<file path="src/chip_pkg.sv">
// shared widths, APB register map and push FSM states, used by every RTL block of the chip pusher
package chip_pkg;

	// data path widths
	localparam int word_w = 16;
	localparam int len_w  = 12;

	// --------------------
	// register offsets
	// --------------------
	localparam int ctrl_addr   = 'h00;
	localparam int len_addr    = 'h04;
	localparam int sync_addr   = 'h08;
	localparam int data_addr   = 'h0C;
	localparam int status_addr = 'h10;

	// status register fields
	localparam int stat_busy = 0;
	localparam int stat_done = 1;
	localparam int stat_err  = 2;
	// fill level sits in the upper bits
	localparam int stat_fill = 4;

	// --------------------
	// push FSM
	// --------------------
	typedef enum logic [2:0] {
		idle,
		head_fire,
		head_wait,
		data_fire,
		data_wait,
		data_check,
		done
	} push_state_t;

endpackage

</file>
<file path="src/chip_buf.sv">
// show-ahead FIFO of chip data words; head word is visible without a read, level counts entries
`timescale 1ns/1ns

module chip_buf #(
	parameter int buf_depth = 256
) (
	input  logic                        clk_sys,
	input  logic                        rst_n,
	input  logic                        wr,
	input  logic [chip_pkg::word_w-1:0] wdata,
	input  logic                        rdreq,
	output logic [chip_pkg::word_w-1:0] q,
	output logic [$clog2(buf_depth):0]  level
);

	localparam int ptr_w = $clog2(buf_depth);

	logic [chip_pkg::word_w-1:0] mem [buf_depth];
	logic [ptr_w-1:0]            wr_ptr;
	logic [ptr_w-1:0]            rd_ptr;
	logic                        full;
	logic                        empty;
	logic                        do_wr;
	logic                        do_rd;

	assign full  = (level == (ptr_w + 1)'(buf_depth));
	assign empty = (level == '0);

	// writes to a full buffer are lost
	assign do_wr = wr & ~full;
	assign do_rd = rdreq & ~empty;

	always_ff @(posedge clk_sys) begin
		if (do_wr)
			mem[wr_ptr] <= wdata;
	end

	// --------------------
	// pointers and level
	// --------------------
	always_ff @(posedge clk_sys or negedge rst_n) begin
		if (!rst_n) begin
			wr_ptr <= '0;
			rd_ptr <= '0;
			level  <= '0;
		end else begin
			if (do_wr)
				wr_ptr <= wr_ptr + 1'b1;
			if (do_rd)
				rd_ptr <= rd_ptr + 1'b1;
			case ({do_wr, do_rd})
				2'b10:   level <= level + 1'b1;
				2'b01:   level <= level - 1'b1;
				default: level <= level;
			endcase
		end
	end

	// head word
	assign q = empty ? '0 : mem[rd_ptr];

endmodule

</file>
<file path="config.mk">
export PLATFORM = sky130hd
export DESIGN_NAME = chip_buf
export DESIGN_NICKNAME = d
export VERILOG_FILES = /design/src/chip_pkg.sv /design/src/chip_buf.sv
export SDC_FILE = /design/constraint.sdc
export NUM_CORES = 2
export LEC_CHECK = 0
export BUFFER_PORTS_ARGS = -buffer_cell sky130_fd_sc_hd__buf_2
export CAP_MARGIN = 30
export CORE_UTILIZATION = 25
export DETAILED_ROUTE_END_ITERATION = 16
export HOLD_SLACK_MARGIN = 0.03
export SLEW_MARGIN = 20
export SYNTH_ARGS = -nofsm -noshare
export SYNTH_HDL_FRONTEND = slang
export SYNTH_SLANG_ARGS = --single-unit
</file>
<file path="constraint.sdc">
create_clock -name clk_sys -period 5.51 [get_ports clk_sys]
set_clock_uncertainty 0.1 [all_clocks]
set_input_delay 0.2755 -clock clk_sys [delete_from_list [all_inputs] [get_ports clk_sys]]
set_output_delay 0.2755 -clock clk_sys [all_outputs]
set_load 0.01 [all_outputs]
</file>
==> flow_metrics.tcl <==
set metrics [dict create \
    grt_max_degree 187 \
    area_growth_pct 17.14 \
    clock-root-buffer "clkbuf_16" \
    grt_pass1_vias 77980 \
    die_height_um 798.7 \
    nets 8019 \
    postSynthAreaPerCell_um2 21.61 \
    setup_tns_ps 0 \
    die_w_um 798.7 \
    pwr_density_cell_mw_per_mm2 483.5 \
    worst_slack_ps 30.40 \
    top_level_ports 45 \
    wl_um 446200 \
    outcome "finished, final reports clean" \
    report.final.slew_viol_count 0 \
    dr.pass1.iters 6 \
    dpl-instance-area_mm2 0.1731 \
    holdWs_ps 144.6 \
    synth_top_area_frac 0.7751 \
    initialDrtViolationCount 10900 \
    cap_violations 0 \
    clk_pin_slew_ps 70 \
    critPathSlowestCell "o31ai_2" \
    drive_gt1_frac 0.2669 \
    gr-total-overflow 0 \
    grt_pass1_wl_um 622600 \
    yosysTopAreaCell "edfxtp_1" \
    critPathKind "reg2out" \
    leakagePower_nw 57.42 \
    syn_inst 7342 \
    synth_ff_type "edfxtp_1" \
    grt_antenna_before_repair 30 \
    cts_buffers 392 \
    dp_hpwl_um 278000 \
    gp_congestion 0.8410 \
    post-route-period-util 0.9945 \
    wl_per_cell_um 26.73 \
    htreeDepth 5 \
    initial_core_util 0.2509 \
    design_area_mm2 0.1859 \
    yosysWarnings 0 \
    drc 0 \
    syn_area_mm2 0.1587 \
    vdd_drop_max_uv 460.6 \
    synth_seq_cells 4121 \
    num_vias 79970 \
    port_buffers 44 \
    via_per_inst 4.791 \
    synth-seq-area-share 0.7791 \
    synthDistinctLibCells 73 \
    ant_nets 0 \
    track_usage 0.1352 \
    rsz0062_at_grt "no" \
    critPathBufInv 6 \
    async_reset_ff_frac 0.006066 \
    crit_path_max_fanout 29 \
    cp.required_ps 5130 \
    cp-start-kind "flip-flop" \
    slew_headroom 0.2180 \
    period_minus_slack_ps 5480 \
    critPathMaxStageDelay_ps 510 \
    end_kind "output port" \
    finalPower_mw 89.86 \
    crit_family "buffers and inverters" \
    cp_cell_sequence "buf_12 -> buf_12 -> buf_12 -> mux4_2 -> a22o_1 -> a31oi_2 -> nand4_1 -> o31ai_2 -> buf_4 -> o32ai_2 -> buf_4 -> buf_2" \
    fmaxAchievable_mhz 182.5 \
    clock_path_buffers 4 \
    clock-sinks 4121 \
    setup_violations 0 \
    syn-num-nets 7371 \
    min-delay-path-class "in2reg" \
    fp.dieArea_mm2 0.6379 \
    synthTopCellsByArea "edfxtp_1, mux4_2, mux2i_1, a22oi_1, nor2_1" \
    cts_tree "done" \
    num_rows 292 \
    coreArea_mm2 0.6324 \
    max_slew.worst_pin.slew_ps 1160 \
    synth-edff-count 4096 \
    finalHoldViolCount 0 \
    arrival_ps 5100 \
    dpl_worst_slack_ps 360.5 \
    cpMostUsedCell "buf_12" \
    clkLatencyLatePin_ps 1050 \
]
## timing repair
item	CTS	global route
pin swaps	3	2
buffers inserted	15	0
endpoints found under the hold margin	1651	0
hold buffers	20	0
resized for setup	18	7
setup endpoints to repair	16	6
## state kept, by name, summed over array words and instances, names as in the netlist
register	cells
mem	4096
rd_ptr	8
wr_ptr	8
level	9
## metal layers
layer	GRT usage	vias up	share of wire
li1	-	32370	-
met1	0.1909	42930	0.41
met2	0.2118	4022	0.46
met3	0.02683	639	0.095
met4	0.03860	10	0.031
met5	0	-	0.00015
## where the power goes
group          total [mW]  switching (mW)  internal [mW]
clock network        26.1            11.8           14.3
logic                28.6            17.8           10.8
registers            35.2           0.322           34.9
## synth_stat cells (28+ instances only)
cell type and instances:
a21oi_1 165, a221o_1 32, a221oi_1 83, a22oi_1 265
a31oi_1 39, buf_1 30, buf_2 125, buf_4 43
buf_6 47, clkbuf_1 184, edfxtp_1 4096, mux2i_1 447
mux4_2 844, nand2_1 116, nand3_1 46, nor2_1 298
nor3_1 31, o21ai_0 77, o22ai_1 28, o31ai_1 40
## worst register-to-register path: stages, from the launching register on
cell     delay, ps
dfrtp_1        530
or4_1          240
o31a_1         720
buf_4          410
nand3_2        830
nor2_1         960
buf_4          360
## layout make-up
class                      count  area (um^2)
inverter                      11        51.30
timing repair buffer         703         6484
clock buffer                 481        10250
tap                         8379        10480
clock inverter               219         1897
multi-input combinational   2761        33030
fill                       60940       446600
antenna                       15        37.54
sequential                  4121       123600
## cells in the final DEF (no fill, tap or decap), types with 10 or more instances in the layout
cell           instances
a211oi_1              15
a21oi_1              161
a221o_1               32
a221oi_1              83
a22o_1                16
a22oi_1              265
a31oi_1               37
buf_12                64
buf_2                 31
buf_4                530
buf_6                 22
buf_8                 31
bufinv_16             22
clkbuf_1              83
clkbuf_16            396
clkinv_1              86
clkinv_2              74
dfrtp_1               18
diode_2               15
dlygate4sd3_1         19
edfxtp_1            4096
mux2i_1              447
mux4_2               844
nand2_1              115
nand3_1               34
nand3_2               12
nand4_1               13
nor2_1               239
nor2_2                52
nor3_1                27
nor4_1                13
o21ai_0               77
o22ai_1               27
o31ai_1               35
xnor2_1               16
xor2_1                10
## per-stage QoR
stage	utilization	std cells
global placement	0.2725	15890
CTS	0.2936	16670
floorplan	-	7342
finish	0.2939	16690
global route	0.2939	16680
detailed placement	0.2736	15930
## logic make-up after synthesis
| family | synth area share |
|---|---|
| flops | 0.7791 |
| mux | 0.1483 |
| compound gates | 0.03770 |
| simple gates | 0.01613 |
| buf+inv | 0.01668 |
| xor+xnor | 0.001435 |
| fa+ha+maj | 0.0007097 |
## path summary, 6_finish.rpt
check	startpoint	cells past startpoint	endpoint	slack, ps
worst max-delay path	rd_ptr[1]	12	q[14]	30
worst max register to register	level[1]	6	mem[39][11]	1140
worst min-delay path	wdata[8]	2	mem[14][8]	140
max in group asynchronous	rst_n	4	rd_ptr[0]	4630
min in group asynchronous	rst_n	4	rd_ptr[5]	360
worst min register to register	level[8]	1	level[8]	450
Power figures use the tool's default switching activity.
