`src/chip_pkg.sv`:
```
// shared widths, APB register map and push FSM states, used by every RTL block of the chip pusher
package chip_pkg;

	// data path widths
	localparam int word_w = 16;
	localparam int len_w  = 12;

	// --------------------
	// register offsets
	// --------------------
	localparam int ctrl_addr   = 'h00;
	localparam int len_addr    = 'h04;
	localparam int sync_addr   = 'h08;
	localparam int data_addr   = 'h0C;
	localparam int status_addr = 'h10;

	// status register fields
	localparam int stat_busy = 0;
	localparam int stat_done = 1;
	localparam int stat_err  = 2;
	// fill level sits in the upper bits
	localparam int stat_fill = 4;

	// --------------------
	// push FSM
	// --------------------
	typedef enum logic [2:0] {
		idle,
		head_fire,
		head_wait,
		data_fire,
		data_wait,
		data_check,
		done
	} push_state_t;

endpackage

```
`src/chip_if.sv`:
```
// one-word link from the push FSM to the transmit stage, one word in flight at a time
`timescale 1ns/1ns

interface chip_if;

	// word and its strobe
	logic [chip_pkg::word_w-1:0] d;
	logic                        vld;
	// final data word of the packet
	logic                        last;
	// word accepted downstream
	logic                        done;

	modport src (output d, output vld, output last, input done);

	modport sink (input d, input vld, input last, output done);

endinterface

```
`src/pkt_tx.sv`:
```
// output stage: holds each word on the valid/ready stream and reports acceptance to the push FSM
`timescale 1ns/1ns

module pkt_tx (
	input  logic                        clk_sys,
	input  logic                        rst_n,
	// word link from push FSM
	chip_if.sink                        cif,
	// stream out
	output logic [chip_pkg::word_w-1:0] tx_data,
	output logic                        tx_valid,
	output logic                        tx_last,
	input  logic                        tx_ready
);

	logic xfer;

	// handshake on the stream
	assign xfer     = tx_valid & tx_ready;
	assign cif.done = xfer;

	// --------------------
	// valid flag
	// --------------------
	always_ff @(posedge clk_sys or negedge rst_n) begin
		if (!rst_n)
			tx_valid <= 1'b0;
		else if (cif.vld)
			tx_valid <= 1'b1;
		else if (xfer)
			tx_valid <= 1'b0;
	end

	// payload only loads on a new word, so it stays put under back-pressure
	always_ff @(posedge clk_sys) begin
		if (cif.vld) begin
			tx_data <= cif.d;
			tx_last <= cif.last;
		end
	end

endmodule

```
`src/flat_wrapper.sv`:
```
// flat-port wrapper written by rule: the top's interface ports become plain ports
module pkt_tx_flat 
  (clk_sys, rst_n, tx_data, tx_valid, tx_last, tx_ready, cif_d, cif_vld, cif_last, cif_done);
  chip_if cif_i ();
  input  logic clk_sys;
  input  logic rst_n;
  output logic [chip_pkg::word_w-1:0] tx_data;
  output logic tx_valid;
  output logic tx_last;
  input  logic tx_ready;
  input wire logic [$bits(cif_i.d)-1:0] cif_d;
  input wire logic [$bits(cif_i.vld)-1:0] cif_vld;
  input wire logic [$bits(cif_i.last)-1:0] cif_last;
  output wire logic [$bits(cif_i.done)-1:0] cif_done;
  assign cif_i.d = cif_d;
  assign cif_i.vld = cif_vld;
  assign cif_i.last = cif_last;
  assign cif_done = cif_i.done;
  pkt_tx u_core (.clk_sys(clk_sys), .rst_n(rst_n), .cif(cif_i), .tx_data(tx_data), .tx_valid(tx_valid), .tx_last(tx_last), .tx_ready(tx_ready));
endmodule
```
`config.mk`:
```
export PLATFORM = sky130hd
export DESIGN_NAME = pkt_tx_flat
export DESIGN_NICKNAME = d
export VERILOG_FILES = /design/src/chip_pkg.sv /design/src/chip_if.sv /design/src/pkt_tx.sv /design/src/flat_wrapper.sv
export SDC_FILE = /design/constraint.sdc
export NUM_CORES = 1
export LEC_CHECK = 0
export ABC_CLOCK_PERIOD_IN_PS = 800
export BUFFER_PORTS_ARGS = -buffer_cell sky130_fd_sc_hd__buf_2
export CAP_MARGIN = 10
export CORE_MARGIN = 3
export CORE_UTILIZATION = 40
export CTS_BUF_LIST = sky130_fd_sc_hd__clkbuf_8
export CTS_CLUSTER_SIZE = 20
export DETAILED_ROUTE_END_ITERATION = 10
export PLACE_DENSITY = 0.84
export SLEW_MARGIN = 10
export SYNTH_ARGS = -nofsm -noshare
export SYNTH_HDL_FRONTEND = slang
export SYNTH_SLANG_ARGS = --single-unit
```
`constraint.sdc`:
```
create_clock -name clk_sys -period 0.8 [get_ports clk_sys]
set_input_delay 0.08 -clock clk_sys [delete_from_list [all_inputs] [get_ports clk_sys]]
set_output_delay 0.08 -clock clk_sys [all_outputs]
set_load 0.1 [all_outputs]
```
==> flow_summary.ini, run 1 <==
[synthesis]
syn-cell-area_um2 = 554
synthSimpleGateAreaFrac = 0.0135
yosys_warnings = 0
synth_cell_types = 5
syn_nets = 42
ys_seq_area_frac = 0.966
avgSynthCellArea_um2 = 26.4
synthMuxAreaShare = 0
netlist_instances = 21
synth_xor_area_frac = 0
synthAdderAreaFrac = 0
ys_seq_elements = 18
synth_compound_area_frac = 0.0135
synth_top_family_by_area = compound AO/OA/AOI/OAI gates

[cts]
clock-sinks = 18
root_buffer = clkbuf_8
numCtsBuffers = 3
htree_levels = 1
cts_buffer_depth = 2
cts-resized-gates = 0

[placed_design]
gp_congestion = 0.638
post-dp-hpwl_um = 1110
place_area_um2 = 1060
portBuffers = 39
dp_slack_ns = -0.0816

[outcome]
lastStage = global routing
status = did not finish
toolErrorMsg = [ERROR DPL-0038] Utilization greater than 100%, impossible to legalize

[sta]
crit_endpoint = cif_done
worst-endpoint-pin-kind = top-level output

[die]
ioPinCount = 40
start_util = 0.461
die_w_um = 43.2
chipHeight_um = 43.2
num_rows = 12

[grt]
grt_max_degree = 19
through the flow:
stage,instances,hold slack (ns),TNS (ns),utilization
global placement,75,-0.144,-0.0962,0.886
floorplan,21,-0.216,-3.53,-
detailed placement,75,-0.133,-0.133,0.886
CTS,81,0.00349,-3.22,0.939
logic make-up after synthesis:
family	Yosys count
buf+inv	1
flops	18
simple gates	1
compound gates	1
synthesized netlist by cell type:
master,instances,area share
edfxtp_1,17,0.92
a21o_1,1,0.014
and2_2,1,0.014
dfrtp_1,1,0.045
inv_1,1,0.0068
what timing repair did:
item | 4_1_cts
cloned | 0
hold buffers | 1
setup buffers | 1
setup endpoints to repair | 19
pin swaps | 1
hold endpoints to repair | 1
==> run 2: changes to the inputs <==
Settings changed: CORE_AREA set to 3 3 64 66, CORE_MARGIN 3 to not set, CORE_UTILIZATION 40 to not set, CTS_BUF_LIST sky130_fd_sc_hd__clkbuf_8 to not set, CTS_CLUSTER_SIZE 20 to not set, DIE_AREA set to 0 0 67 69, PLACE_DENSITY 0.84 to not set, PLACE_DENSITY_LB_ADDON set to 0.15.
==> run 2 against run 1 <==
The flow now finishes, with violations (setup timing). Synthesized cell count stayed put. Synthesized area stayed put.
==> flow_summary.ini, run 2 <==
[worst_setup_path]
startpoint_type = flip-flop
cp.arrival_ns = 1.03
path_class = reg2out
crit_path_max_fanout = 3
critical-path-slowest-cell = dfrtp_4
endpoint_kind = output pin
cp_cell_sequence = and2_4 -> buf_12
cp.required_ns = 0.72
max_stage_delay_ns = 0.48

[placed_design]
placedCellCount = 109
dp_slack_ns = -0.0632
portBuffers = 39
gp_congestion = 0.651

[synthesis]
syn-cell-area_um2 = 554
syn_nets = 42
yosysMostFrequentCell = edfxtp_1
async_reset_ff_frac = 0.0556
ys_seq_area_frac = 0.966
synth_edf_count = 17
yosys_warnings = 0
synth_top_area_share = 0.921
synthTopCellsByCount = 17 x edfxtp_1, 1 x a21o_1, 1 x and2_2, 1 x dfrtp_1, 1 x inv_1
ys.flop_type = edfxtp_1
netlist_top_cells_area = edfxtp_1 92%, dfrtp_1 4.5%, a21o_1 1.4%
synth_cell_types = 5
synth_top_area_cell = edfxtp_1
netlist_instances = 21
ys_seq_elements = 18
avgSynthCellArea_um2 = 26.4

[outcome]
status = complete, but fails checks
violations = setup timing

[die]
chipHeight_um = 69
core-area_um2 = 3630
dieArea_um2 = 4620
ioPinCount = 40
num_rows = 22
die_w_um = 67
start_util = 0.153

[pwr]
ir_drop_mv = 0.940
power.density_cell_area_nw_per_um2 = 2180
p_leak_nw = 0.531
report.power.total_w = 0.00280

[cts]
clock-sinks = 18
cts_tree = built
root_buffer = clkbuf_8
cts_setup_buffers = 0
clk_pin_slew_ns = 0.07
htree_levels = 1
cts_buffer_depth = 2
numCtsBuffers = 3
insertion_delay_ns = 0.25

[sta]
finalSetupTns_ns = -2.91
fmaxAchievable_ghz = 0.898
finalSetupViolations = 19
fin_crit_sh = 1.39
slew_headroom = 0.731
tightest_slew_ns = 0.403
skew_ns = 0
layout_setup_ws_ns = -0.313
period_needed_ns = 1.11
hold_violations = 0
grt_setup_unrepaired = true
maxSlewViolCount = 0

[detailed_routing]
dr.first_iter.drc_count = 15
ant_nets = 0
drc = 0
wl_um = 1330
drt-wirelength-per-cell_um = 10.5
vias = 410
vias_per_cell = 3.25
drt_pass1_iterations = 2

[cells_and_area]
final_core_util = 0.353
regMostFlops = u_core.tx_data
final_common_cell = buf_2
top_regs = u_core.tx_data x16, u_core.tx_last x1, u_core.tx_valid x1
drive_above_1_share = 0.577
nNetsFinal = 100
largest_register_ff_count = 16
final_cell_mix = 20 x buf_2, 19 x buf_12, 17 x edfxtp_1
finalNonFillerCells = 126
syn_to_final_growth_pct = 131
diodes = 0

[job]
maxCapViolations = 0

[grt]
overflow = 0
antenna_found_initial = 0
grt_max_degree = 19
first_global_vias = 470
grt_first_pass_wirelength_um = 2150
grt.total_usage = 0.0638

[hold_path]
hp-class = in2reg
[run 2: cell counts after synthesis]
Identical to the previous run, type by type.
[run 2: cells by family after synthesis]
logic type	synth area share
DFF	0.966
and+or+nand+nor	0.0135
buffers and inverters	0.00677
AOI/OAI and AO/OA	0.0135
[run 2: repair_timing]
action,in CTS,in global routing
setup endpoints to repair,19,19
pin swaps,1,0
gates resized for setup,0,0
hold endpoints to repair,13,0
hold buffers,13,0
[run 2: cell type report]
type / instances / area (um2)
Multi-Input combinational cell: 2 / 16.3
Inverter: 1 / 3.75
Clock buffer: 3 / 41.3
Sequential cell: 18 / 539
Clock inverter: 1 / 3.75
Timing Repair Buffer: 53 / 618
Tap cell: 48 / 60.1
Fill cell: 368 / 2350
[run 2: metrics by stage]
| step | cell area [um2] | hold slack (ns) |
|---|---|---|
| floorplan | 559 | -0.216 |
| global placement | 1110 | -0.143 |
| detailed placement | 1110 | -0.144 |
| CTS | 1280 | 0.00260 |
| global route | 1280 | 0.000385 |
| finish | 1280 | 0.00684 |
[run 2: worst max-delay path: cells and delay by family (launching register included)]
| family | cells | cell delay (ns) |
|---|---|---|
| buffers and inverters | 1 | 0.16 |
| DFF | 1 | 0.48 |
| and+or+nand+nor | 1 | 0.15 |
[run 2: layer usage]
layer  share of wire  wire length [um]  GRT usage  vias up
li1                -                 -          -      193
met1            0.35               469     0.0709      193
met4           0.011                15     0.0405        0
met3           0.082               108     0.0195        4
met5               0                 0          0        -
met2            0.55               732      0.103       20
[run 2: path summary, 6_finish.rpt]
path | startpoint | slack, ns | endpoint | cells past startpoint
setup / recovery | u_core.tx_valid | -0.31 | cif_done | 2
hold / removal | cif_d[10] | 0.007 | u_core.tx_data[10] | 1
setup reg to reg | u_core.tx_valid | 0.04 | u_core.tx_valid | 1
hold reg to reg | u_core.tx_valid | 0.56 | u_core.tx_valid | 1
max in group asynchronous | rst_n | 0.56 | u_core.tx_valid | 2
min in group asynchronous | rst_n | 0.14 | u_core.tx_valid | 2
[run 2: report_power, final]
group          internal (W)  leakage, nW  switching, W
logic              0.000364        0.332      0.000624
clock network      0.000341       0.0231      0.000295
registers           0.00112        0.177     0.0000564
No activity file was read; power rests on OpenSTA's default activity.
