--- src/chip_pkg.sv ---
// shared widths, APB register map and push FSM states, used by every RTL block of the chip pusher
package chip_pkg;

	// data path widths
	localparam int word_w = 16;
	localparam int len_w  = 12;

	// --------------------
	// register offsets
	// --------------------
	localparam int ctrl_addr   = 'h00;
	localparam int len_addr    = 'h04;
	localparam int sync_addr   = 'h08;
	localparam int data_addr   = 'h0C;
	localparam int status_addr = 'h10;

	// status register fields
	localparam int stat_busy = 0;
	localparam int stat_done = 1;
	localparam int stat_err  = 2;
	// fill level sits in the upper bits
	localparam int stat_fill = 4;

	// --------------------
	// push FSM
	// --------------------
	typedef enum logic [2:0] {
		idle,
		head_fire,
		head_wait,
		data_fire,
		data_wait,
		data_check,
		done
	} push_state_t;

endpackage

--- src/apb_regs.sv ---
// APB register block that holds length and sync, loads the chip buffer and qualifies fire requests
`timescale 1ns/1ns

module apb_regs #(
	parameter int buf_depth = 256,
	parameter int addr_w    = 8
) (
	input  logic                        clk_sys,
	input  logic                        rst_n,
	// apb slave
	input  logic                        psel,
	input  logic                        penable,
	input  logic                        pwrite,
	input  logic [addr_w-1:0]           paddr,
	input  logic [chip_pkg::word_w-1:0] pwdata,
	output logic [chip_pkg::word_w-1:0] prdata,
	// chip buffer
	output logic                        buf_wr,
	output logic [chip_pkg::word_w-1:0] buf_wdata,
	input  logic [$clog2(buf_depth):0]  level,
	// push stage
	output logic                        fire,
	output logic [chip_pkg::len_w-1:0]  chip_len,
	output logic [chip_pkg::word_w-1:0] sync_word,
	input  logic                        busy,
	input  logic                        push_done,
	output logic                        irq_done
);

	localparam int fill_w = chip_pkg::word_w - chip_pkg::stat_fill;
	localparam int cmp_w  = chip_pkg::len_w + 1;

	logic                        wr_en;
	logic                        rd_en;
	logic                        sel_ctrl;
	logic                        sel_len;
	logic                        sel_sync;
	logic                        sel_data;
	logic                        sel_stat;
	logic                        fire_req;
	logic                        fire_bad;
	logic                        done_flag;
	logic                        err_flag;
	logic [chip_pkg::word_w-1:0] status;

	// zero wait states
	assign wr_en  = psel & penable & pwrite;
	assign rd_en  = psel & ~pwrite;

	// address decode
	assign sel_ctrl = (paddr == addr_w'(chip_pkg::ctrl_addr));
	assign sel_len  = (paddr == addr_w'(chip_pkg::len_addr));
	assign sel_sync = (paddr == addr_w'(chip_pkg::sync_addr));
	assign sel_data = (paddr == addr_w'(chip_pkg::data_addr));
	assign sel_stat = (paddr == addr_w'(chip_pkg::status_addr));

	assign buf_wr    = wr_en & sel_data;
	assign buf_wdata = pwdata;

	// --------------------
	// fire check
	// --------------------
	assign fire_req = wr_en & sel_ctrl & pwdata[0] & ~busy;
	// zero length, or not enough words buffered
	assign fire_bad = (chip_len == '0) || (cmp_w'(level) < cmp_w'(chip_len));
	assign fire     = fire_req & ~fire_bad;

	assign irq_done = push_done;

	always_ff @(posedge clk_sys or negedge rst_n) begin
		if (!rst_n) begin
			chip_len  <= '0;
			sync_word <= '0;
		end else if (wr_en) begin
			if (sel_len)
				chip_len <= pwdata[chip_pkg::len_w-1:0];
			if (sel_sync)
				sync_word <= pwdata;
		end
	end

	// sticky flags cleared by each new fire request
	always_ff @(posedge clk_sys or negedge rst_n) begin
		if (!rst_n) begin
			done_flag <= 1'b0;
			err_flag  <= 1'b0;
		end else if (fire_req) begin
			done_flag <= 1'b0;
			err_flag  <= fire_bad;
		end else if (push_done) begin
			done_flag <= 1'b1;
		end
	end

	// --------------------
	// read back
	// --------------------
	always_comb begin
		status = '0;
		status[chip_pkg::stat_busy] = busy;
		status[chip_pkg::stat_done] = done_flag;
		status[chip_pkg::stat_err]  = err_flag;
		status[chip_pkg::word_w-1:chip_pkg::stat_fill] = fill_w'(level);
	end

	always_comb begin
		prdata = '0;
		if (rd_en) begin
			if (sel_stat)
				prdata = status;
			else if (sel_len)
				prdata = chip_pkg::word_w'(chip_len);
			else if (sel_sync)
				prdata = sync_word;
		end
	end

endmodule

--- config.mk ---
export PLATFORM = sky130hd
export DESIGN_NAME = apb_regs
export DESIGN_NICKNAME = d
export VERILOG_FILES = /design/src/chip_pkg.sv /design/src/apb_regs.sv
export SDC_FILE = /design/constraint.sdc
export NUM_CORES = 1
export LEC_CHECK = 0
export ABC_AREA = 0
export BUFFER_PORTS_ARGS = -buffer_cell sky130_fd_sc_hd__buf_2
export CELL_PAD_IN_SITES_DETAIL_PLACEMENT = 0
export CELL_PAD_IN_SITES_GLOBAL_PLACEMENT = 1
export CORE_UTILIZATION = 35
export CTS_CLUSTER_SIZE = 24
export DETAILED_ROUTE_END_ITERATION = 10
export PLACE_DENSITY = 0.94
export SLEW_MARGIN = 25
export SYNTH_ARGS = -nofsm -noshare
export SYNTH_HDL_FRONTEND = slang
export SYNTH_SLANG_ARGS = --single-unit
--- constraint.sdc ---
create_clock -name clk_sys -period 6.06 [get_ports clk_sys]
set_clock_uncertainty 0.05 [all_clocks]
set_input_delay 1.212 -clock clk_sys [delete_from_list [all_inputs] [get_ports clk_sys]]
set_output_delay 1.212 -clock clk_sys [all_outputs]
set_load 0.005 [all_outputs]
==> flow_summary.json, run 1 <==
{
  "utilization": 0.471,
  "rsz0062_at_grt": "false",
  "syn_area_per_cell_um2": 10.7,
  "postCtsSetupBuffers": 0,
  "root_buffer": "clkbuf_8",
  "synthArstFlopShare": 1.00,
  "yosysWarningCount": 0,
  "vias": 1774,
  "antenna_found_initial": 0,
  "crit_fanout": 20,
  "die_area_um2": 5820,
  "synth_ff_type": "dfrtp_1",
  "synth-compound-area-share": 0.144,
  "row_count": 26,
  "tightest_slew_ps": 928,
  "gp_congestion": 0.822,
  "io_pins": 103,
  "syn_area_um2": 1930,
  "synth_top_family_by_area": "multiplexers",
  "leakagePower_nw": 1.31,
  "crit_type": "in2out",
  "dpl.cell_count": 329,
  "grt-ovfl-total": 0,
  "post-route-period-util": 0.674,
  "finalWirelength_um": 5490,
  "crit_path_end_kind": "primary output",
  "core_region_area_um2": 5200,
  "htree_levels": 2,
  "cts_made_buffers": 5,
  "viasPerCell": 5.28,
  "syn_to_final_growth_pct": 26.9,
  "grt_max_degree": 31,
  "min_period_ps": 4080,
  "dpl_cell_area_um2": 2380,
  "port_buffers": 102,
  "synthAdderAreaFrac": 0.0518,
  "wl_per_cell_um": 16.3,
  "layout.cells.non_filler": 336,
  "synthCells": 181,
  "setup_violations": 0,
  "fin_ws_ps": 1980,
  "post_synth_num_cell_types": 34,
  "cts_resized": 0,
  "synth_xor_area_frac": 0,
  "grt_pass1_wl_um": 8690,
  "dieHeight_um": 76.3,
  "synth-seq-cells": 30,
  "grt_pass1_vias": 1675,
  "critPathArrivalTime_ps": 2820,
  "start_util": 0.371,
  "tns_ps": 0,
  "dp_hpwl_um": 4120,
  "ys_seq_area_frac": 0.388,
  "cts_max_path_buffers": 2,
  "nNetsFinal": 314,
  "timing.fmax_ghz": 0.245,
  "track_usage": 0.192,
  "first_iter_violations": 126,
  "antennaDiodeCount": 0,
  "finish.instance_area_um2": 2450,
  "die_w_um": 76.3,
  "hold_buffers": 0,
  "cts_num_sinks": 30,
  "start_kind": "input port",
  "drc_errors": 0,
  "clk_latency_ps": 290,
  "worstPathRequired_ps": 4800,
  "layout-drive-gt1-share": 0.568,
  "synth.area.mux_share": 0.163,
  "synth-simple-area-share": 0.148,
  "synth_edf_count": 0,
  "dr.pass1.iters": 5,
  "slew_viol_final": 0,
  "preCtsSetupSlack_ps": 1980,
  "hp-class": "reg2reg",
  "ir_drop_mv": 0.103,
  "tritoncts": "yes",
  "status": "complete, no violations",
  "path_clk_slew_ps": 70,
  "ant_nets": 0,
  "report.final.hold_viol_count": 0,
  "maxCapViolations": 0,
  "power_density_nw_per_um2": 168,
  "postSynthNetCount": 229,
  "slew_headroom": 0.379
}
-- worst paths after layout --
kind | end | from | slack (ps) | cells past startpoint
max in group asynchronous | sync_word[13] | rst_n | 4590 | 1
setup / recovery | prdata[8] | paddr[4] | 1980 | 6
hold / removal | err_flag | err_flag | 460 | 1
hold reg to reg | err_flag | err_flag | 460 | 1
min in group asynchronous | chip_len[7] | rst_n | 910 | 1
setup reg to reg | err_flag | chip_len[1] | 4350 | 5
-- where the power goes --
part | switching [mW] | leakage (nW) | internal, mW
sequential | 0.00302 | 0.413 | 0.203
combinational | 0.0298 | 0.859 | 0.0239
clock | 0.0738 | 0.0383 | 0.0789
total | 0.107 | 1.31 | 0.306
-- routing by layer --
layer	share of wire	global-route usage	up-vias	routed length, µm
met5	0	0	-	0
met4	0.023	0.0788	0	124
met2	0.46	0.296	86	2530
met3	0.072	0.0515	12	396
li1	-	-	826	-
met1	0.44	0.253	850	2440
-- cell families after synthesis --
kind of cell    count (synthesis)
buf+inv                        35
compound gates                 32
fa+ha+maj                       8
mux                            28
flops                          30
simple gates                   48
-- stage by stage --
step	hold slack, ps	power (mW)
finish	458	0.413
global route	473	0.430
CTS	455	0.414
detailed placement	442	0.264
global placement	431	0.262
floorplan	411	0.236
-- cells in the mapped netlist (all sizes together) (3+ instances only) --
cell | number | share of area
nor3b | 3 | 0.012
o221a | 11 | 0.064
nor2 | 18 | 0.035
buf | 18 | 0.072
inv | 9 | 0.017
clkbuf | 8 | 0.016
nor3 | 5 | 0.013
mux2 | 28 | 0.16
ha | 8 | 0.052
nand2 | 4 | 0.0078
a22oi | 12 | 0.047
and3 | 3 | 0.0097
dfrtp | 30 | 0.39
-- worst max-delay path, cell delays in order --
cell	delay [ps]
buf_2	330
nor3b_1	260
buf_4	240
nand2_1	280
o221a_2	380
buf_2	130
-- placed cells by master (no fill, tap or decap) --
cell type	n
and3_1	3
mux2_2	28
nor3_1	5
nor3b_1	3
o21ai_0	2
a2111o_1	1
a22oi_1	12
and4_1	1
nor2_1	18
o211ai_1	1
nor4_1	1
nor2b_1	2
o22a_1	1
clkbuf_8	5
or2_1	1
nor4b_4	1
a211oi_1	1
nor4b_2	1
nand2_1	4
or4bb_1	1
or4b_2	1
inv_1	9
nand4_1	2
a31oi_1	1
buf_2	102
nand2b_1	2
or4_1	1
or4b_1	1
buf_4	2
clkbuf_1	2
a41oi_1	1
a21oi_1	1
dfrtp_1	30
o221a_2	11
ha_1	8
-- cell type report --
class / count / area, µm²
fillers: 542 / 2750
repair buffers: 104 / 526
clock buffers: 7 / 76.3
multi-input cells: 116 / 980
flip-flops and latches: 30 / 751
well taps: 70 / 87.6
inverters: 9 / 33.8
-- state kept, by name (all words and copies together), names as in the netlist --
name	flops
done_flag	1
chip_len	12
err_flag	1
sync_word	16
(Power assumes the default switching activity.)
==> inputs of run 2 (changes only) <==
Settings changed: CORE_UTILIZATION 35 to 30, PLACE_DENSITY 0.94 to 0.86.
Clock period 6.06 ns to 3.7 ns, I/O delays scaled along.
==> run 2 against run 1 <==
Sequential cell count unchanged. Largest power group unchanged. Critical path depth unchanged. Utilization down 5.9 points. Routed wire length up 1.1%. Critical path type unchanged.
==> flow_summary.json, run 2 (synthesized netlist as in run 1, its figures left out) <==
{
  "row_count": 28,
  "cts_resized": 0,
  "dr.pass1.iters": 4,
  "clk_latency_ps": 280,
  "hp-class": "in2async",
  "top_register": "sync_word",
  "grt_pass1_vias": 1624,
  "vias": 1781,
  "grt.met3_usage": 0.0516,
  "dp_hpwl_um": 4170,
  "tns_ps": 0,
  "timing.fmax_ghz": 0.322,
  "slew_headroom": 0.459,
  "ant_nets": 0,
  "dpl_cell_area_um2": 2410,
  "grt_max_degree": 31,
  "maxCapViolations": 0,
  "top_usage_layer": "met2",
  "root_buffer": "clkbuf_8",
  "grt_pass1_wl_um": 8510,
  "critPathArrivalTime_ps": 2320,
  "leakagePower_nw": 1.34,
  "nNetsFinal": 317,
  "register_area_um2": 751,
  "wl_per_cell_um": 16.1,
  "syn_to_final_growth_pct": 29.2,
  "status": "complete, no violations",
  "fin_ws_ps": 594,
  "preCtsSetupSlack_ps": 607,
  "slew_viol_final": 0,
  "utilization": 0.412,
  "crit_type": "in2out",
  "use_met1": 0.218,
  "first_iter_violations": 82,
  "port_buffers": 102,
  "worstRegToRegCells": 5,
  "setup_violations": 0,
  "power_density_nw_per_um2": 279,
  "reg_top3": "sync_word: 16 flops, chip_len: 12 flops",
  "htree_levels": 2,
  "largest_register_ffs": 16,
  "finalWirelength_um": 5550,
  "dieHeight_um": 82.3,
  "antenna_found_initial": 0,
  "cts_num_sinks": 30,
  "tritoncts": "yes",
  "post-route-period-util": 0.839,
  "die_area_um2": 6770,
  "worstPathRequired_ps": 2910,
  "die_w_um": 82.3,
  "final_common_cell": "buf_2",
  "antennaDiodeCount": 0,
  "crit_path_end_kind": "primary output",
  "reg2reg_slack_ps": 2020,
  "grt-ovfl-total": 0,
  "grt_use_met2": 0.282,
  "rsz0062_at_grt": "false",
  "finish.instance_area_um2": 2500,
  "cts_max_path_buffers": 2,
  "crit_fanout": 11,
  "ir_drop_mv": 0.206,
  "nFillCells": 640,
  "track_usage": 0.171,
  "viasPerCell": 5.16,
  "r2r-start": "chip_len[1]",
  "start_util": 0.319,
  "layout-drive-gt1-share": 0.578,
  "tightest_slew_ps": 809,
  "layout_common_cells": "buf_2, dfrtp_1, mux2_2, nor2_1, a22oi_1",
  "path_clk_slew_ps": 60,
  "report.final.hold_viol_count": 0,
  "postCtsSetupBuffers": 0,
  "hold_buffers": 0,
  "drc_errors": 0,
  "start_kind": "input port",
  "gp_congestion": 0.796,
  "io_pins": 103,
  "reg2reg_to": "err_flag",
  "multi_input_area_um2": 980,
  "core_region_area_um2": 6060,
  "cts_made_buffers": 5,
  "min_period_ps": 3110
}
run 2: worst max-delay path by stage:
stage              from    endpoint  depth (start not counted)
5_1_grt        paddr[0]  prdata[10]                          6
3_3_place_gp   paddr[0]   prdata[4]                          6
6_report       paddr[0]   prdata[2]                          6
3_5_place_dp   paddr[0]   prdata[2]                          6
4_1_cts        paddr[0]   prdata[2]                          6
2_1_floorplan  paddr[0]  prdata[10]                          4
run 2: area by class of cell:
cell class | instances | share of cell area
clock inverters | 1 | 0.00200
repair buffers | 107 | 0.219
flip-flops and latches | 30 | 0.301
clock buffers | 7 | 0.0346
well taps | 75 | 0.0376
multi-input cells | 116 | 0.392
inverters | 9 | 0.0135
run 2: where the power goes:
group	total [mW]	internal (mW)	switching [mW]	leakage [nW]
Clock	0.270	0.150	0.120	0.0482
Sequential	0.337	0.333	0.00439	0.413
Combinational	0.0902	0.0404	0.0498	0.875
Total	0.697	0.523	0.174	1.34
run 2: critical path, stage by stage:
cell and delay (ps):
buf_2 100, or4_1 560, nor2_1 110, nand2_1 280, o221a_2 390, buf_2 120
run 2: stage by stage:
stage	hold WS (ps)	cells	total power [mW]
final	451	345	0.697
after global routing	460	345	0.739
after CTS	455	345	0.705
after detailed placement	441	337	0.434
after global placement	444	337	0.433
after floorplan	394	181	0.387
run 2: metal layers:
metal | up-vias | part of all wire | wire length, µm
met3 | 5 | 0.077 | 430
li1 | 836 | - | -
met1 | 873 | 0.43 | 2400
met5 | - | 0 | 0
met4 | 0 | 0.0072 | 40
met2 | 67 | 0.48 | 2680
