File: config.mk
export PLATFORM = sky130hd
export DESIGN_NAME = pchip_push_flat
export DESIGN_NICKNAME = d
export VERILOG_FILES = /design/src/chip_pkg.sv /design/src/chip_if.sv /design/src/pchip_push.sv /design/src/flat_wrapper.sv
export SDC_FILE = /design/constraint.sdc
export NUM_CORES = 1
export LEC_CHECK = 0
export BUFFER_PORTS_ARGS = -buffer_cell sky130_fd_sc_hd__buf_2
export CAP_MARGIN = 20
export CORE_MARGIN = 5
export CORE_UTILIZATION = 55
export CTS_CLUSTER_SIZE = 24
export DETAILED_ROUTE_END_ITERATION = 8
export PLACE_DENSITY = 0.79
export SLEW_MARGIN = 30
export SYNTH_ARGS = -nofsm -noshare
export SYNTH_HDL_FRONTEND = slang
export SYNTH_SLANG_ARGS = --single-unit
File: constraint.sdc
create_clock -name clk_sys -period 3.8 [get_ports clk_sys]
set_clock_uncertainty 0.1 [all_clocks]
set_input_delay 0.19 -clock clk_sys [delete_from_list [all_inputs] [get_ports clk_sys]]
set_output_delay 0.19 -clock clk_sys [all_outputs]
set_load 0.01 [all_outputs]
File: src/chip_pkg.sv
// shared widths, APB register map and push FSM states, used by every RTL block of the chip pusher
package chip_pkg;

	// data path widths
	localparam int word_w = 16;
	localparam int len_w  = 12;

	// --------------------
	// register offsets
	// --------------------
	localparam int ctrl_addr   = 'h00;
	localparam int len_addr    = 'h04;
	localparam int sync_addr   = 'h08;
	localparam int data_addr   = 'h0C;
	localparam int status_addr = 'h10;

	// status register fields
	localparam int stat_busy = 0;
	localparam int stat_done = 1;
	localparam int stat_err  = 2;
	// fill level sits in the upper bits
	localparam int stat_fill = 4;

	// --------------------
	// push FSM
	// --------------------
	typedef enum logic [2:0] {
		idle,
		head_fire,
		head_wait,
		data_fire,
		data_wait,
		data_check,
		done
	} push_state_t;

endpackage

File: src/chip_if.sv
// one-word link from the push FSM to the transmit stage, one word in flight at a time
`timescale 1ns/1ns

interface chip_if;

	// word and its strobe
	logic [chip_pkg::word_w-1:0] d;
	logic                        vld;
	// final data word of the packet
	logic                        last;
	// word accepted downstream
	logic                        done;

	modport src (output d, output vld, output last, input done);

	modport sink (input d, input vld, input last, output done);

endinterface

File: src/pchip_push.sv
// push FSM: sends sync, length and sequence header words, then the buffered data words
`timescale 1ns/1ns

module pchip_push (
	input  logic                        clk_sys,
	input  logic                        rst_n,
	// control
	input  logic                        fire,
	input  logic [chip_pkg::len_w-1:0]  chip_len,
	input  logic [chip_pkg::word_w-1:0] sync_word,
	output logic                        busy,
	output logic                        push_done,
	// chip buffer
	output logic                        buf_rdreq,
	input  logic [chip_pkg::word_w-1:0] buf_q,
	// word link to transmit stage
	chip_if.src                         cif
);

	chip_pkg::push_state_t       state;
	logic [1:0]                  head_idx;
	logic [chip_pkg::len_w-1:0]  data_cnt;
	logic [chip_pkg::len_w-1:0]  len_q;
	logic [chip_pkg::word_w-1:0] sync_q;
	logic [chip_pkg::word_w-1:0] seq_num;
	logic [chip_pkg::word_w-1:0] head_word;
	logic                        finish;

	// --------------------
	// main FSM
	// --------------------
	always_ff @(posedge clk_sys or negedge rst_n) begin
		if (!rst_n) begin
			state <= chip_pkg::idle;
		end else begin
			case (state)
				chip_pkg::idle:
					if (fire)
						state <= chip_pkg::head_fire;
				chip_pkg::head_fire:
					state <= chip_pkg::head_wait;
				chip_pkg::head_wait:
					if (cif.done)
						state <= (head_idx == 2'd2) ? chip_pkg::data_fire : chip_pkg::head_fire;
				chip_pkg::data_fire:
					state <= chip_pkg::data_wait;
				chip_pkg::data_wait:
					if (cif.done)
						state <= chip_pkg::data_check;
				chip_pkg::data_check:
					state <= finish ? chip_pkg::done : chip_pkg::data_fire;
				chip_pkg::done:
					state <= chip_pkg::idle;
				default:
					state <= chip_pkg::idle;
			endcase
		end
	end

	// header index, data count, packet sequence
	always_ff @(posedge clk_sys or negedge rst_n) begin
		if (!rst_n) begin
			head_idx <= '0;
			data_cnt <= '0;
			seq_num  <= '0;
		end else begin
			if (state == chip_pkg::idle) begin
				head_idx <= '0;
				data_cnt <= '0;
			end
			if (state == chip_pkg::head_wait && cif.done)
				head_idx <= head_idx + 1'b1;
			if (state == chip_pkg::data_fire)
				data_cnt <= data_cnt + 1'b1;
			if (state == chip_pkg::done)
				seq_num <= seq_num + 1'b1;
		end
	end

	// snapshot so later APB writes do not disturb a running packet
	always_ff @(posedge clk_sys) begin
		if (state == chip_pkg::idle && fire) begin
			len_q  <= chip_len;
			sync_q <= sync_word;
		end
	end

	assign finish = (data_cnt == len_q);

	always_comb begin
		case (head_idx)
			2'd0:    head_word = sync_q;
			2'd1:    head_word = chip_pkg::word_w'(len_q);
			default: head_word = seq_num;
		endcase
	end

	// --------------------
	// word out
	// --------------------
	assign cif.vld  = (state == chip_pkg::head_fire) || (state == chip_pkg::data_fire);
	assign cif.d    = (state == chip_pkg::head_fire) ? head_word : buf_q;
	assign cif.last = (state == chip_pkg::data_fire) && ((data_cnt + 1'b1) == len_q);

	// pop only after the word has gone out
	assign buf_rdreq = (state == chip_pkg::data_check);
	assign busy      = (state != chip_pkg::idle);
	assign push_done = (state == chip_pkg::done);

endmodule

File: src/flat_wrapper.sv
// flat-port wrapper written by rule: the top's interface ports become plain ports
module pchip_push_flat 
  (clk_sys, rst_n, fire, chip_len, sync_word, busy, push_done, buf_rdreq, buf_q, cif_d, cif_vld, cif_last, cif_done);
  chip_if cif_i ();
  input  logic clk_sys;
  input  logic rst_n;
  input  logic fire;
  input  logic [chip_pkg::len_w-1:0] chip_len;
  input  logic [chip_pkg::word_w-1:0] sync_word;
  output logic busy;
  output logic push_done;
  output logic buf_rdreq;
  input  logic [chip_pkg::word_w-1:0] buf_q;
  output wire logic [$bits(cif_i.d)-1:0] cif_d;
  output wire logic [$bits(cif_i.vld)-1:0] cif_vld;
  output wire logic [$bits(cif_i.last)-1:0] cif_last;
  input wire logic [$bits(cif_i.done)-1:0] cif_done;
  assign cif_d = cif_i.d;
  assign cif_vld = cif_i.vld;
  assign cif_last = cif_i.last;
  assign cif_i.done = cif_done;
  pchip_push u_core (.clk_sys(clk_sys), .rst_n(rst_n), .fire(fire), .chip_len(chip_len), .sync_word(sync_word), .busy(busy), .push_done(push_done), .buf_rdreq(buf_rdreq), .buf_q(buf_q), .cif(cif_i));
endmodule
==> flow_summary.json, run 1 <==
{
  "cts_tree": "yes",
  "synth_top_area_cell": "edfxtp_1",
  "diodes": 0,
  "clkTransAtPathRegs_ns": 0.06,
  "post-synth-top-count-cell": "nand2_1",
  "start_util_pct": 57.5,
  "crit_path_end_kind": "primary output",
  "synthCells": 306,
  "p_leak_nw": 1.73,
  "antenna_found_initial": 0,
  "synth_area_um2": 3230,
  "ir_drop_v": 0.000343,
  "root_buffer": "clkbuf_8",
  "io_buffers": 68,
  "clock_path_buffers": 2,
  "fin_nets": 454,
  "tightest_slew_ns": 0.881,
  "design.die.area_um2": 7500,
  "h-tree-depth": 3,
  "min_path_type": "in -> reg",
  "synth.distinct_cells": 47,
  "fin_crit_ns": 2.81,
  "drv_slew": 0,
  "cts_setup_buffers": 0,
  "fill_cells": 408,
  "first_global_vias": 2796,
  "cts_buffers": 9,
  "drive_gt1_share_pct": 23.5,
  "drtIter0Drc": 233,
  "cp_max_fo": 20,
  "synth_top_cell_area_share_pct": 26.1,
  "hold_violations": 0,
  "maxCapViolCount": 0,
  "row_count": 27,
  "cp.required_ns": 3.51,
  "via_count": 2747,
  "place_area_um2": 3600,
  "cts.sinks": 61,
  "ys_seq_elements": 61,
  "synth_warnings": 0,
  "dp_hpwl_um": 5640,
  "ios": 69,
  "core_um2": 5610,
  "drtPass1Iterations": 5,
  "rsz0062_at_grt": "no",
  "synthFlopType": "dfrtp_1",
  "yosys-top-cells-count": "nand2_1, dfrtp_1, edfxtp_1",
  "syn-mean-instance-area_um2": 10.5,
  "die_h_um": 86.6,
  "synth.area.top_cells": "edfxtp_1, dfrtp_1, xnor2_1",
  "fmax_mhz": 355,
  "drc": 0,
  "gp_congestion": 0.900,
  "wirelength_um": 8420,
  "area_delta_synth_final_pct": 26.8,
  "crit_arrival_ns": 2.52,
  "startpoint_type": "register",
  "grt_max_degree": 34,
  "grt_pass1_wl_um": 13400,
  "tns_ns": 0,
  "p_per_area_nw_per_um2": 581,
  "final_antenna_net_count": 0,
  "overflow": 0,
  "ys_seq_area_share_pct": 51.7,
  "synth_edf_count": 28,
  "vias_per_cell": 5.76,
  "grt_use_total_pct": 23.3,
  "status": "complete, no violations",
  "critPathKind": "reg -> out",
  "min_period_over_period_pct": 74.0,
  "clock_latency_ns": 0.34,
  "slew_headroom_pct": 41.1,
  "fin_area_um2": 4090,
  "design_power_total_w": 0.00238,
  "async_flop_share_pct": 54.1,
  "wire_per_inst_um": 17.7,
  "setup_violations": 0,
  "die_x_um": 86.6,
  "syn_nets": 360
}
## worst max-delay path, stage by stage, from the launching register on
cell     delay (ns)
dfrtp_1        0.35
inv_1          0.09
ha_1           0.47
nor2_1         0.79
nand2_1        0.16
a31oi_1        0.19
buf_2          0.15
## metrics by stage
step                cells  utilization [%]  setup slack (ns)  hold slack [ns]
floorplan             306                -              1.70           -0.206
global placement      432             64.2              1.48            0.197
detailed placement    432             64.2              1.37            0.203
CTS                   477             72.9              1.01           0.0958
global route          477             72.9             0.785            0.127
finish                477             72.9             0.986            0.106
## report_power, final
| part | total, W | switching (W) | internal [W] |
|---|---|---|---|
| Combinational | 0.000865 | 0.000545 | 0.000320 |
| Sequential | 0.000929 | 0.000110 | 0.000820 |
| Clock | 0.000581 | 0.000241 | 0.000340 |
## metal layers
metal | vias to the layer above | track usage, % | part of all wire, % | wire length, um
met5 | - | 0 | 0 | 0
met1 | 1282 | 30.6 | 42 | 3560
met4 | 0 | 11.3 | 2.6 | 218
met3 | 21 | 4.75 | 7.6 | 636
li1 | 1299 | - | - | -
met2 | 145 | 36.6 | 48 | 4010
## cell families (layout without fill, tap and decap cells)
kind of cell	Yosys count	in the layout	synth area share, %
AOI/OAI and AO/OA	60	60	12.6
xor gates and xnor gates	35	35	9.50
adders and majority gates	6	6	2.33
buffers and inverters	23	122	3.10
DFF	61	61	51.7
muxes	6	6	1.94
and+or+nand+nor	115	115	18.9
## state kept, by name (all words and copies together), names as in the netlist
signal	count
u_core.state	3
u_core.sync_q	16
u_core.seq_num	16
u_core.data_cnt	12
u_core.head_idx	2
u_core.len_q	12
## layout make-up
cell class | count | area (um2) | share of cell area, %
well taps | 72 | 90.1 | 2.20
clock inverters | 1 | 30.0 | 0.734
flip-flops and latches | 61 | 1670 | 40.8
repair buffers | 99 | 646 | 15.8
inverters | 7 | 26.3 | 0.643
multi-input cells | 222 | 1460 | 35.8
clock buffers | 15 | 166 | 4.07
## cell usage in the layout, fill, tap and decap left out, types with 2 or more instances in the layout
cell type      instances
a21oi_1               10
a22oi_1               13
a31oi_1               13
and3_1                 5
buf_2                 68
buf_4                  2
clkbuf_1               4
clkbuf_8              11
dfrtp_1               33
dlygate4sd3_1         29
edfxtp_1              28
ha_1                   6
inv_1                  6
mux2_2                 2
mux2i_1                4
nand2_1               37
nand2b_1               2
nand3_1               13
nand4_1                7
nor2_1                25
nor2b_1                3
nor3_1                 4
nor3_4                 2
nor3b_1                4
nor4_1                 2
nor4_2                 2
o211ai_1               4
o21ai_0                8
o31ai_1                4
xnor2_1               21
xor2_1                14
## worst paths after layout
path | start | to | slack, ns | cells past startpoint
hold reg to reg | u_core.seq_num[14]$_DFFE_PN0P_ | u_core.seq_num[14]$_DFFE_PN0P_ | 0.39 | 1
setup / recovery | u_core.head_idx[0]$_DFFE_PN0P_ | cif_d[10] | 0.99 | 6
min in group asynchronous | rst_n | u_core.state[2]$_DFFE_PN0P_ | 0.36 | 2
hold / removal | cif_done | u_core.state[0]$_DFFE_PN0P_ | 0.11 | 3
setup reg to reg | u_core.state[2]$_DFFE_PN0P_ | u_core.sync_q[5]$_DFFE_PP_ | 1.64 | 3
max in group asynchronous | rst_n | u_core.seq_num[9]$_DFFE_PN0P_ | 2.74 | 2
## timing repair
item	4_1_cts	5_1_grt
hold buffers	29	0
endpoints found under the hold margin	61	0
resized for setup	0	0
No activity file was read; power rests on OpenSTA's default activity.
==> run 2: changes to the inputs <==
- CORE_UTILIZATION: 55 -> 49
- PLACE_DENSITY: 0.79 -> 0.75
- clock period: 3.8 -> 2.5 ns (I/O delays scaled with it)
==> flow_summary.json, run 2 (synthesis gave the netlist of run 1 again) <==
{
  "finalNonFillerCells": 487,
  "core_um2": 6390,
  "grt_pass1_wl_um": 13300,
  "final_antenna_net_count": 0,
  "cts.sinks": 61,
  "min_path_type": "in -> reg",
  "dr_wl_met2_um": 3930,
  "cts_buffers": 9,
  "r2r_cells": 5,
  "wl_met1_um": 3490,
  "met3_length_um": 432,
  "row_count": 29,
  "r2r_slack_ns": 0.53,
  "critPathKind": "reg -> out",
  "drc": 0,
  "tns_ns": 0,
  "start_util_pct": 50.5,
  "drv_slew": 0,
  "clkTransAtPathRegs_ns": 0.07,
  "die_x_um": 91.1,
  "antenna_found_initial": 0,
  "diodes": 0,
  "crit_path_end_kind": "primary output",
  "crit_path_start": "u_core.data_cnt[0]$_DFFE_PN0P_",
  "min_period_over_period_pct": 95.6,
  "fmax_mhz": 418,
  "endpoint": "cif_last",
  "grt_use_total_pct": 19.8,
  "crit_arrival_ns": 2.17,
  "io_buffers": 68,
  "design.die.area_um2": 8310,
  "root_buffer": "clkbuf_8",
  "topRoutingLayerUsed": "met4",
  "gp_congestion": 0.916,
  "cp_max_fo": 7,
  "first_global_vias": 2767,
  "final_core_util_pct": 65.1,
  "reg.largest.list": "u_core.seq_num: 16 flops, u_core.sync_q: 16 flops",
  "layout_commonest_cell": "buf_2",
  "final_cell_mix": "buf_2, nand2_1, dlygate4sd3_1",
  "via_count": 2692,
  "cp.required_ns": 2.28,
  "dp_hpwl_um": 5590,
  "place_inst": 441,
  "vias_per_cell": 5.53,
  "r2r_end": "u_core.data_cnt[11]$_DFFE_PN0P_",
  "ir_drop_v": 0.000659,
  "wirelength_um": 8000,
  "rsz0062_at_grt": "no",
  "hold_violations": 0,
  "cts_tree": "yes",
  "drive_gt1_share_pct": 28.0,
  "clock_latency_ns": 0.33,
  "h-tree-depth": 3,
  "wire_per_inst_um": 16.4,
  "tightest_slew_ns": 0.755,
  "r2r-start": "u_core.state[1]$_DFFE_PN0P_",
  "die_h_um": 91.1,
  "maxCapViolCount": 0,
  "overflow": 0,
  "startpoint_type": "register",
  "ios": 69,
  "status": "complete, no violations",
  "clock_path_buffers": 2,
  "setup_violations": 0,
  "grt_max_degree": 34,
  "fin_nets": 459,
  "slew_headroom_pct": 49.7,
  "p_per_area_nw_per_um2": 873,
  "area_delta_synth_final_pct": 28.9,
  "fin_crit_ns": 2.39,
  "p_leak_nw": 1.73,
  "drtPass1Iterations": 4,
  "drtIter0Drc": 120
}
==> run 2: cell count changes in the layout (fill, tap and decap cells not counted), moves of 2 or more <==
cell	before	now
dfrtp_1	33	24
dfrtp_2	0	9
buf_4	2	6
clkbuf_1	4	0
clkinvlp_4	0	3
clkbuf_8	11	9
clkinv_2	0	2
==> run 2: final cells by class <==
class | count | area [um2]
clock buffer | 9 | 124
clock inverter | 7 | 66.3
fill | 516 | 2230
inverter | 7 | 26.3
multi-input combinational | 222 | 1470
sequential | 61 | 1680
tap | 77 | 96.3
timing repair buffer | 104 | 696
==> run 2: power by group <==
group	switching, W	leakage (nW)	internal, W	total [W]
logic	0.000857	0.942	0.000542	0.00140
clock network	0.000393	0.0887	0.000453	0.000846
registers	0.000140	0.698	0.00125	0.00139
total	0.00139	1.73	0.00224	0.00363
==> run 2: what timing repair did <==
item	in CTS	in global routing
endpoints found under the setup margin	1	1
pin swaps	0	2
gates resized for setup	1	11
buffers inserted	0	1
endpoints found under the hold margin	61	0
hold buffers	29	0
==> run 2: stage by stage <==
step / setup WS (ns) / power [W] / instance area [um2] / hold WS (ns)
6_report: 0.109 / 0.00363 / 4160 / 0.0375
3_5_place_dp: 0.356 / 0.00276 / 3650 / 0.136
4_1_cts: 0.00110 / 0.00364 / 4130 / 0.0268
3_3_place_gp: 0.380 / 0.00273 / 3650 / 0.144
2_1_floorplan: 0.401 / 0.00225 / 3230 / -0.271
5_1_grt: 0.00413 / 0.00386 / 4160 / 0.0468
==> run 2: critical path: stages, from the launching register on <==
cell and delay, ns:
dfrtp_2 0.47, ha_2 0.32, xor2_1 0.16, nor4_1 0.29
nand4_1 0.17, a2111oi_2 0.24, buf_2 0.19
==> run 2: worst min path at each step <==
| stage | endpoint | cells past startpoint | slack, ns | startpoint |
|---|---|---|---|---|
| 2_1_floorplan | u_core.data_cnt[0]$_DFFE_PN0P_ | 0 | -0.27 | rst_n |
| 3_3_place_gp | u_core.data_cnt[11]$_DFFE_PN0P_ | 1 | 0.14 | rst_n |
| 3_5_place_dp | u_core.data_cnt[9]$_DFFE_PN0P_ | 1 | 0.14 | rst_n |
| 4_1_cts | u_core.state[0]$_DFFE_PN0P_ | 3 | 0.03 | cif_done |
| 5_1_grt | u_core.state[0]$_DFFE_PN0P_ | 3 | 0.05 | cif_done |
| 6_report | u_core.state[0]$_DFFE_PN0P_ | 3 | 0.04 | cif_done |
==> run 2: metal layers <==
metal,vias to the layer above,global-route usage (%)
met1,1270,25.9
met2,89,32.5
met3,16,4.21
met4,0,7.33
met5,-,0
li1,1317,-
